**config.mk**
```make
export PLATFORM = sky130hd
export DESIGN_NAME = ooo_backend
export DESIGN_NICKNAME = d
export VERILOG_FILES = /design/src/design/tomasulo_pkg.sv /design/src/design/rob.sv /design/src/design/regfile.sv /design/src/design/int_exec_unit.sv /design/src/design/ooo_backend.sv
export SDC_FILE = /design/constraint.sdc
export NUM_CORES = 2
export LEC_CHECK = 0
export ABC_CLOCK_PERIOD_IN_PS = 5450
export BUFFER_PORTS_ARGS = -buffer_cell sky130_fd_sc_hd__buf_4
export CORE_UTILIZATION = 64
export DETAILED_ROUTE_END_ITERATION = 8
export PLACE_DENSITY = 0.81
export SLEW_MARGIN = 40
export SYNTH_ARGS = -nofsm -noshare
export SYNTH_HDL_FRONTEND = slang
export SYNTH_HIERARCHICAL = 1
export SYNTH_SLANG_ARGS = --single-unit
```
**constraint.sdc**
```tcl
create_clock -name clk -period 5.45 [get_ports clk]
set_clock_uncertainty 0.2 [all_clocks]
set_input_delay 0.545 -clock clk [delete_from_list [all_inputs] [get_ports clk]]
set_output_delay 0.545 -clock clk [all_outputs]
set_load 0.01 [all_outputs]
```
**src/design/tomasulo_pkg.sv**
```systemverilog
package tomasulo_pkg;

    // tag field width in the shared structs
    // covers buffers up to 16 entries, modules use the low clog2 bits
    localparam int ROB_TAG_W = 4;

    // operations accepted from issue
    typedef enum logic [2:0] {
        OP_ADD    = 3'd0,
        OP_SUB    = 3'd1,
        OP_AND    = 3'd2,
        OP_OR     = 3'd3,
        OP_LD     = 3'd4,
        OP_ST     = 3'd5,
        OP_BRANCH = 3'd6
    } opcode_t;

    // commit sequencer states
    typedef enum logic [1:0] {
        IDLE     = 2'd0,
        MEM_WAIT = 2'd1,
        SQUASH   = 2'd2
    } flush_state_t;

    // decoded instruction from the issue stage
    typedef struct packed {
        opcode_t     op;
        logic [4:0]  rd;
        logic [4:0]  rs1;
        logic [4:0]  rs2;
        logic [15:0] imm;
        logic        pred_taken;
    } dispatch_t;

    // dispatch to execution unit
    typedef struct packed {
        logic                 valid;
        opcode_t              op;
        logic [ROB_TAG_W-1:0] tag;
        logic [31:0]          a;
        logic [31:0]          b;
        logic [15:0]          imm;
    } exec_req_t;

    // common data bus beat
    typedef struct packed {
        logic                 valid;
        logic [ROB_TAG_W-1:0] tag;
        logic [31:0]          value;
        logic                 taken;
    } cdb_t;

    // architectural retirement
    typedef struct packed {
        logic        valid;
        logic [4:0]  rd;
        logic [31:0] value;
        logic        we;
    } commit_t;

    // strobe held until mem_resp
    typedef struct packed {
        logic        read;
        logic        write;
        logic [31:0] addr;
        logic [31:0] wdata;
    } mem_req_t;

endpackage

```
**src/design/rob.sv**
```systemverilog
`timescale 1ns/100ps

module rob
    import tomasulo_pkg::*;
#(
    parameter int ROB_DEPTH = 8
) (
    input  logic        clk,
    input  logic        rst,
    input  logic        dispatch_valid,
    input  dispatch_t   dispatch,
    output logic        dispatch_ready,
    output exec_req_t   exec_req,
    input  cdb_t        cdb,
    output commit_t     commit,
    output logic [4:0]  st_src,
    input  logic [31:0] st_data,
    output mem_req_t    mem_req,
    input  logic        mem_resp,
    input  logic [31:0] mem_rdata,
    output logic        redirect,
    output logic [31:0] redirect_pc,
    output logic        rob_full
);

    localparam int IDX_W = $clog2(ROB_DEPTH);
    localparam int CNT_W = IDX_W + 1;

    // per-entry payload
    opcode_t     op_arr    [ROB_DEPTH];
    logic [4:0]  rd_arr    [ROB_DEPTH];
    logic [31:0] val_arr   [ROB_DEPTH];
    logic        taken_arr [ROB_DEPTH];
    logic        pred_arr  [ROB_DEPTH];

    // per-entry control
    logic [ROB_DEPTH-1:0] alloc;
    logic [ROB_DEPTH-1:0] done;

    logic [IDX_W-1:0] head, tail, cdb_idx;
    logic [CNT_W-1:0] count;
    flush_state_t     state, next_state;
    logic             started;
    logic             push, pop;
    logic             hazard, mem_busy, is_mem_op;

    // ops that retire into the register file
    function automatic logic writes_reg(opcode_t op);
        return (op == OP_ADD) || (op == OP_SUB) || (op == OP_AND) ||
               (op == OP_OR) || (op == OP_LD);
    endfunction

    assign cdb_idx   = cdb.tag[IDX_W-1:0];
    assign rob_full  = (count == CNT_W'(ROB_DEPTH));
    assign is_mem_op = (dispatch.op == OP_LD) || (dispatch.op == OP_ST);

    // true-dependence interlock and single memory op in flight
    always_comb begin
        hazard   = 1'b0;
        mem_busy = 1'b0;
        for (int i = 0; i < ROB_DEPTH; i++) begin
            if (alloc[i]) begin
                if (writes_reg(op_arr[i]) && (rd_arr[i] != 5'd0) &&
                    ((rd_arr[i] == dispatch.rs1) || (rd_arr[i] == dispatch.rs2))) begin
                    hazard = 1'b1;
                end
                if ((op_arr[i] == OP_LD) || (op_arr[i] == OP_ST)) begin
                    mem_busy = 1'b1;
                end
            end
        end
    end

    assign dispatch_ready = started && !rob_full && (state != SQUASH) && !redirect &&
                            !hazard && !(mem_busy && is_mem_op);
    assign push = dispatch_valid && dispatch_ready;

    // operand fields filled from the register file at the top level
    assign exec_req = '{valid: push, op: dispatch.op, tag: ROB_TAG_W'(tail),
                        a: 32'd0, b: 32'd0, imm: dispatch.imm};

    // store data register kept in the rd slot of a store entry
    assign st_src = rd_arr[head];

    // commit sequencer, head entry only
    always_comb begin
        next_state  = state;
        commit      = '0;
        mem_req     = '0;
        redirect    = 1'b0;
        redirect_pc = 32'd0;
        pop         = 1'b0;
        case (state)
            IDLE: begin
                if (alloc[head] && done[head]) begin
                    commit.rd    = rd_arr[head];
                    commit.value = val_arr[head];
                    case (op_arr[head])
                        // memory ops wait for the port
                        OP_LD, OP_ST: next_state = MEM_WAIT;
                        OP_BRANCH: begin
                            commit.valid = 1'b1;
                            pop          = 1'b1;
                            // wrong guess, not-taken path restarts at 0
                            if (taken_arr[head] != pred_arr[head]) begin
                                redirect    = 1'b1;
                                redirect_pc = taken_arr[head] ? val_arr[head] : 32'd0;
                                next_state  = SQUASH;
                            end
                        end
                        default: begin
                            commit.valid = 1'b1;
                            commit.we    = 1'b1;
                            pop          = 1'b1;
                        end
                    endcase
                end
            end
            MEM_WAIT: begin
                // address computed by the exec unit
                mem_req.read  = (op_arr[head] == OP_LD);
                mem_req.write = (op_arr[head] == OP_ST);
                mem_req.addr  = val_arr[head];
                mem_req.wdata = (op_arr[head] == OP_ST) ? st_data : 32'd0;
                if (mem_resp) begin
                    commit.valid = 1'b1;
                    commit.rd    = rd_arr[head];
                    commit.we    = (op_arr[head] == OP_LD);
                    // store retires with the data it wrote
                    commit.value = (op_arr[head] == OP_LD) ? mem_rdata : st_data;
                    pop          = 1'b1;
                    next_state   = IDLE;
                end
            end
            default: next_state = IDLE;
        endcase
    end

    // pointers, occupancy and entry status
    always_ff @(posedge clk) begin
        if (rst) begin
            head    <= '0;
            tail    <= '0;
            count   <= '0;
            alloc   <= '0;
            done    <= '0;
            state   <= IDLE;
            started <= 1'b0;
        end else begin
            started <= 1'b1;
            state   <= next_state;
            count   <= count + CNT_W'(push) - CNT_W'(pop);
            if (cdb.valid && alloc[cdb_idx]) begin
                done[cdb_idx] <= 1'b1;
            end
            if (push) begin
                alloc[tail] <= 1'b1;
                done[tail]  <= 1'b0;
                tail        <= tail + 1'b1;
            end
            if (pop) begin
                alloc[head] <= 1'b0;
                done[head]  <= 1'b0;
                head        <= head + 1'b1;
            end
            // head is past the branch, so every live entry is younger
            if (state == SQUASH) begin
                alloc <= '0;
                done  <= '0;
                tail  <= head;
                count <= '0;
            end
        end
    end

    // entry payload
    always_ff @(posedge clk) begin
        if (push) begin
            op_arr[tail]   <= dispatch.op;
            rd_arr[tail]   <= (dispatch.op == OP_ST) ? dispatch.rs2 : dispatch.rd;
            pred_arr[tail] <= dispatch.pred_taken;
        end
        if (cdb.valid && alloc[cdb_idx]) begin
            val_arr[cdb_idx]   <= cdb.value;
            taken_arr[cdb_idx] <= cdb.taken;
        end
    end

endmodule

```
**src/design/regfile.sv**
```systemverilog
`timescale 1ns/100ps

module regfile
    import tomasulo_pkg::*;
(
    input  logic        clk,
    input  logic        rst,
    input  logic [4:0]  rs1,
    input  logic [4:0]  rs2,
    input  logic [4:0]  st_src,
    output logic [31:0] rs1_data,
    output logic [31:0] rs2_data,
    output logic [31:0] st_data,
    input  commit_t     commit
);

    logic [31:0] regs [32];

    // architectural state, written only at retirement
    always_ff @(posedge clk) begin
        if (rst) begin
            for (int i = 0; i < 32; i++) begin
                regs[i] <= 32'd0;
            end
        end else if (commit.valid && commit.we && (commit.rd != 5'd0)) begin
            regs[commit.rd] <= commit.value;
        end
    end

    // dispatch operand ports
    // x0 always reads zero
    assign rs1_data = (rs1 == 5'd0) ? 32'd0 : regs[rs1];
    assign rs2_data = (rs2 == 5'd0) ? 32'd0 : regs[rs2];

    // store data for the head entry
    assign st_data  = (st_src == 5'd0) ? 32'd0 : regs[st_src];

endmodule

```
**src/design/int_exec_unit.sv**
```systemverilog
`timescale 1ns/100ps

module int_exec_unit
    import tomasulo_pkg::*;
#(
    parameter int ROB_DEPTH = 8
) (
    input  logic      clk,
    input  logic      rst,
    input  exec_req_t exec_req,
    output cdb_t      cdb
);

    localparam int IDX_W = $clog2(ROB_DEPTH);

    logic [31:0] result;
    logic        br_taken;
    logic [31:0] imm_sext;

    // stage one registers
    logic             s1_valid;
    logic [IDX_W-1:0] s1_tag;
    logic [31:0]      s1_result;
    logic             s1_taken;

    assign imm_sext = {{16{exec_req.imm[15]}}, exec_req.imm};

    // op select
    always_comb begin
        result   = 32'd0;
        br_taken = 1'b0;
        case (exec_req.op)
            OP_ADD: result = exec_req.a + exec_req.b;
            OP_SUB: result = exec_req.a - exec_req.b;
            OP_AND: result = exec_req.a & exec_req.b;
            OP_OR:  result = exec_req.a | exec_req.b;
            // effective address
            OP_LD, OP_ST: result = exec_req.a + imm_sext;
            OP_BRANCH: begin
                // absolute target, beq compare
                result   = {16'd0, exec_req.imm};
                br_taken = (exec_req.a == exec_req.b);
            end
            default: result = 32'd0;
        endcase
    end

    // stage one
    always_ff @(posedge clk) begin
        if (rst) begin
            s1_valid <= 1'b0;
        end else begin
            s1_valid <= exec_req.valid;
        end
        s1_tag    <= exec_req.tag[IDX_W-1:0];
        s1_result <= result;
        s1_taken  <= br_taken;
    end

    // stage two, result onto the bus
    always_ff @(posedge clk) begin
        if (rst) begin
            cdb.valid <= 1'b0;
        end else begin
            cdb.valid <= s1_valid;
        end
        cdb.tag   <= ROB_TAG_W'(s1_tag);
        cdb.value <= s1_result;
        cdb.taken <= s1_taken;
    end

endmodule

```
**src/design/ooo_backend.sv**
```systemverilog
`timescale 1ns/100ps

module ooo_backend
    import tomasulo_pkg::*;
#(
    parameter int ROB_DEPTH = 8
) (
    input  logic        clk,
    input  logic        rst,
    input  logic        dispatch_valid,
    input  dispatch_t   dispatch,
    output logic        dispatch_ready,
    output commit_t     commit,
    output mem_req_t    mem_req,
    input  logic        mem_resp,
    input  logic [31:0] mem_rdata,
    output logic        redirect,
    output logic [31:0] redirect_pc,
    output logic        rob_full
);

    exec_req_t   rob_exec;
    exec_req_t   exec_req;
    cdb_t        cdb;
    logic [4:0]  st_src;
    logic [31:0] st_data;
    logic [31:0] rs1_data;
    logic [31:0] rs2_data;

    // operands join the request in the dispatch cycle
    assign exec_req = '{valid: rob_exec.valid, op: rob_exec.op, tag: rob_exec.tag,
                        a: rs1_data, b: rs2_data, imm: rob_exec.imm};

    rob #(.ROB_DEPTH(ROB_DEPTH)) rob_i (
        .clk            (clk),
        .rst            (rst),
        .dispatch_valid (dispatch_valid),
        .dispatch       (dispatch),
        .dispatch_ready (dispatch_ready),
        .exec_req       (rob_exec),
        .cdb            (cdb),
        .commit         (commit),
        .st_src         (st_src),
        .st_data        (st_data),
        .mem_req        (mem_req),
        .mem_resp       (mem_resp),
        .mem_rdata      (mem_rdata),
        .redirect       (redirect),
        .redirect_pc    (redirect_pc),
        .rob_full       (rob_full)
    );

    // source regs straight from the offered instruction
    regfile regfile_i (
        .clk      (clk),
        .rst      (rst),
        .rs1      (dispatch.rs1),
        .rs2      (dispatch.rs2),
        .st_src   (st_src),
        .rs1_data (rs1_data),
        .rs2_data (rs2_data),
        .st_data  (st_data),
        .commit   (commit)
    );

    int_exec_unit #(.ROB_DEPTH(ROB_DEPTH)) int_exec_unit_i (
        .clk      (clk),
        .rst      (rst),
        .exec_req (exec_req),
        .cdb      (cdb)
    );

endmodule

```
* Word-level counts from Yosys, hierarchy flattened *
Memory sizes are Yosys's and may differ from the RTL's. A register that Yosys moved wholly into a read port is not among the register bits.
Index checks and enable logic that the tools add are counted.

storage, ports and cells
  output and inout port bits = 140
  input bits = 71
  memory bits (writable) = 1360
  latch bits = 0
  memories = 6
  flip-flop bits (word level) = 103
  bits in read-only memories = 0
  logic and storage cells = 337

operators by class
  reductions and logical operators = 112
  multipliers = 0
  divide/modulo/power cells = 0
  multiplexer cells = 107
  add/subtract/negate cells = 7
  equality and inequality tests = 75
  magnitude comparators = 6
  bitwise gates (word level) = 9
  shift operators = 0

memory list
  name             depth  width  rd ports  clocked after memory_dff  write ports  line           source
  regfile_i.regs   32     32     3         0                         32           regfile.sv:17  logic [31:0] regs [32];
  rob_i.val_arr    8      32     1         1                         1            rob.sv:32      logic [31:0] val_arr [ROB_DEPTH];
  rob_i.rd_arr     8      5      9         1                         1            rob.sv:31      logic [4:0] rd_arr [ROB_DEPTH];
  rob_i.op_arr     8      3      9         1                         1            rob.sv:30      opcode_t op_arr [ROB_DEPTH];
  rob_i.pred_arr   8      1      1         1                         1            rob.sv:34      logic pred_arr [ROB_DEPTH];
  rob_i.taken_arr  8      1      1         1                         1            rob.sv:33      logic taken_arr [ROB_DEPTH];

operators with widths
  operator            number
  $mux 32             11
  $pmux 32 s6         1
  $eq 5x5->1          16
  $mux 39             2
  $pmux 39 s2         1
  $eq 3x3->1 const B  22
  $mux 66             1
  $add 32x32->32      2
  $mux 8              8
  $mux 1              57
  $eq 3x2->1 const B  18
  $logic_or 1x1->1    49
  $reduce_bool 5->1   9
  $mux 3              12
  $and 32x32->32      1
  $eq 32x32->1        1
  $or 32x32->32       1
  $reduce_or 32->1    1
  $sub 32x32->32      1
  $logic_and 1x1->1   30
  $eq 3x1->1 const B  9
  $logic_not 3->1     9
  $and 8x8->8         3
  $not 8->8           2
  other kinds (27)    49

* Depth between registers and ports, before layout *
An unclocked memory read counts as a cell.

  depth after elaboration = 32
  depth in mapped cells = 21
  mapped depth without buffers = 17

* Modules after synthesis *
The synthesis kept the hierarchy.

modules (own cells, without submodules)
  module         times used  sequential area each (um^2)  area each (um^2)  cells each
  regfile        1           30749.5                      62965.4           4331
  rob            1           10730.3                      17578.1           1187
  int_exec_unit  1           1481.4                       7569.8            947

* Least setup slack after synthesis *
Ideal clock, no wire load.

  kind = input to register
  start point = input port dispatch[18] (netlist name)
  end point = register int_exec_unit_i.s1_result[30]
  slack = 0.701 ns
  required time = 5.123 ns
  data arrival time = 4.422 ns
  setup time = 0.127 ns
  stages = 17
  path buffers = 3
  cells stage by stage = buf_2 buf_2 buf_4 mux4_2 a211oi_1 nor4_1 mux2_2 ha_1 fa_1 nand3_1 a31oi_1 o41ai_2 o21bai_1 a21oi_1 o21ai_0 mux2i_1 or3_1

on the way
  longest elaborated chain between the ends = 4
  elaborated cells between the ends (all ways) = 8
  those cells by class = add/sub (2); mux (2); bitwise (2); reduce/logical (1); memory (1)

ends and longest elaborated chain
  what                                              line                                      source
  start: declaration                                ooo_backend.sv:11                         input dispatch_t dispatch,
  $mem_v2 32x32 or $logic_not 5->1 (tied branches)  --
  $mux 32 *                                         regfile.sv:33                             assign rs2_data = (rs2 == 5'd0) ? 32'd0 : regs[rs2];
  net rs2_data[0]                                   ooo_backend.sv:28                         logic [31:0] rs2_data;
  $sub 32x32->32 or $add 32x32->32 (tied branches)  int_exec_unit.sv:34, int_exec_unit.sv:33
  $pmux 32 s6 *                                     int_exec_unit.sv:32                       case (exec_req.op)
  net int_exec_unit_i.result[30]                    int_exec_unit.sv:16                       logic [31:0] result;
  end signal: assignment                            int_exec_unit.sv:56                       s1_result <= result;
  end: declaration                                  int_exec_unit.sv:23                       logic [31:0] s1_result;

Mark *: on every way through the listed nets, which the timed path passes. The rest lies on a longest branch.
A chain may end at the register's enable or synchronous reset.

==> metrics.md <==
| Metric | Value |
|---|---|
| Drt drc | 2 |
| Die W | 372 um |
| Peak supply drop | 0.296 mV |
| Global route overflow | 0 |
| Setup-failing EPs final | 14 |
| DP HPWL | 215000 um |
| Port Buffer Count | 210 |
| Final Critical Period | around 5.5 ns |
| Mapped Area | between 80000 and 90000 sq um |
| CTS Root Cell | clkbuf_16 |
| Initial Util | 0.646 |
| All-Layer GR Usage | 0.472 |
| Row Count | 135 |
| Pins Over Slew Limit | 0 |
| Synth Area per Inst | 13.7 sq um |
| Placed cell count | around 8500 |
| Worst-margin pin slew | 1.02 ns |
| Reg2Reg Launch Point | regfile_i/regs[15][5] |
| Mapped Cells | about 6400 |
| DRT iter0 DRCs | 11300 |
| Clk slew on worst S/H paths | 0.06 ns |
| Max cap viols | 0 |
| Crit share post-route | 1.01 |
| Vert. Die Dim | 372 um |
| R2R cell count | 14 |
| Min-Delay Endpoint | rob_i/rd_arr[2][3] |
| Initial antenna violation count | 31 |
| Clock sinks | 1466 |
| Setup WS post-layout | -0.0612 ns |
| Non-Filler Instances | 8878 |
| Cell chain of the critical path | buf_12, buf_4, mux4_2, mux2_4, nor2b_4, buf_4, buf_12, a22oi_2, o21ai_0, nor3_1, mux2i_1, o22ai_2, buf_4 |
| Crit path DAT | 4.77 ns |
| WL final | 330000 um |
| Multi-input logic area | ~43000 sq um |
| PD cells | 297 nW/um^2 |
| Max Clk Rate | 0.181 GHz |
| Die footprint | 138000 sq um |
| Leakage | ~38 nW |
| Hold Path Depth | 2 |
| Area growth from synthesis to layout | 16.1% |
| FF+latch area | ~43000 sq um |
| RSZ-0062 raised after global routing | yes |
| Vias | 67300 |
| Final ANT Viol Nets | 0 |
| TritonCTS Buffers | 154 |
| Setup crit start kind | flop |
| Fraction of layout cells with a size suffix above 1 | 0.327 |
| Status | finished with violations |
| Drt pass-1 iters | 9 |
| Clock insertion delay at the later pin of the skew report | just over 0.8 ns |
| Hold wc startpoint | dispatch[30] |
| TritonCTS clock tree | built |
| Failing checks | DRC, setup timing |
| Core Region | 136000 sq um |
| Slowest stage delay, CP | 0.51 ns |
| Worst EP required | 4.70 ns |
| Largest net degree at the start of global routing | 67 |
| Worst rel slew slack | 0.313 |
| IO Count | between 200 and 250 |
| Most common cell after layout, fill and taps aside | edfxtp_1 |
| CP max-delay cell | mux4_2 |
| R2R Setup Slk | 0.20 ns |
| Total Nets Final | 7157 |
| Synth warn | 6 |
| Final Power | 30.2 mW |
| Vias per cell | 7.58 |
| Vias in the first global route | roughly 64000 |
| Worst Setup End Kind | primary output |
| First-pass GRT wire length | about 460000 um |
| Most frequent cells in the layout | 1360 x edfxtp_1, 1032 x and2_1, 863 x buf_4, 702 x mux4_2, 345 x mux2i_1 |
| CP max FO | 13 |
| Routed WL per cell | around 37 um |
| Placer Congestion | 1.04 |
| Worst Setup Path Type | reg -> out |
| HP Class | in -> reg |
| Final Hold Vio Count | 0 |
| H-Tree Depth | 4 |
| Fill cells | 8068 |
| Most Frequent Cell on Critical Path | buf_4 |
| Clock buffer depth | 3 |
| Reg2reg end | int_exec_unit_i/s1_result[30] |
[state kept, by name, summed over array words and instances (netlist names), named ones only]
name                       cells
int_exec_unit_i/s1_taken       1
rob_i/val_arr                256
rob_i/state                    2
rob_i/taken_arr                8
int_exec_unit_i/s1_tag         3
rob_i/head                     3
rob_i/op_arr                  24
rob_i/rd_arr                  40
int_exec_unit_i/cdb           37
rob_i/done                     8
rob_i/alloc                    8
rob_i/count                    4
int_exec_unit_i/s1_result     32
rob_i/started                  1
int_exec_unit_i/s1_valid       1
rob_i/tail                     3
rob_i/pred_arr                 8
regfile_i/regs              1024
[layer usage]
metal,GRT usage,wire length (um)
met1,0.547,101000
met2,0.673,138000
met3,0.211,55500
met4,0.385,34000
met5,0.0259,805
[repair_timing]
item / CTS / global route
pin swaps: 5 / 8
gates resized for setup: 50 / 25
endpoints found under the hold margin: 42 / 0
setup buffers: 16 / 29
hold buffers: 17 / 0
endpoints found under the setup margin: 39 / 32
gates cloned: 6 / 2
[worst max-delay path by stage]
| stage | start | endpoint | slack, ns | cells past startpoint |
|---|---|---|---|---|
| after floorplan | dispatch[18] | int_exec_unit_i/s1_result[30] | 0.70 | 17 |
| after CTS | flop | commit[11] | -0.008 | 14 |
| after global placement | dispatch[22] | int_exec_unit_i/s1_result[30] | -0.27 | 17 |
| after detailed placement | dispatch[22] | int_exec_unit_i/s1_result[25] | -0.39 | 20 |
| final | flop | commit[21] | -0.06 | 13 |
| after global routing | flop | commit[20] | -0.08 | 14 |
[critical path, delay by kind of cell (launching register included)]
kind | cells | cell delay, ns
buffers and inverters | 5 | 0.83
flip-flops | 1 | 0.45
AO/OA/AOI/OAI | 3 | 0.90
multiplexers | 3 | 1.16
AND/OR/NAND/NOR | 2 | 0.60
[through the flow]
stage	cell area (sq um)	worst slack (ns)	hold slack, ns	utilization	TNS [ns]
floorplan	87700	0.701	0.110	-	0
global placement	95400	-0.274	0.111	0.703	-1.89
detailed placement	95500	-0.391	0.112	0.704	-3.26
CTS	101000	-0.00787	0.00933	0.746	-0.00946
global route	102000	-0.0776	0.0290	0.749	-0.393
finish	102000	-0.0612	0.0205	0.750	-0.327
[layout make-up]
cell class,count,area share
clock buffers,197,0.0411
flip-flops and latches,1466,0.423
diodes,24,0.000591
clock inverters,85,0.00815
well taps,1781,0.0219
repair buffers,973,0.0832
multi-input cells,4237,0.418
inverters,115,0.00425
[where the power goes]
part	leakage (nW)	total (mW)	switching (mW)	internal (mW)
Clock	2.44	10.6	4.54	6.09
Combinational	21.1	6.24	3.56	2.68
Sequential	14.5	13.4	0.472	12.9
(Power assumes the default switching activity.)
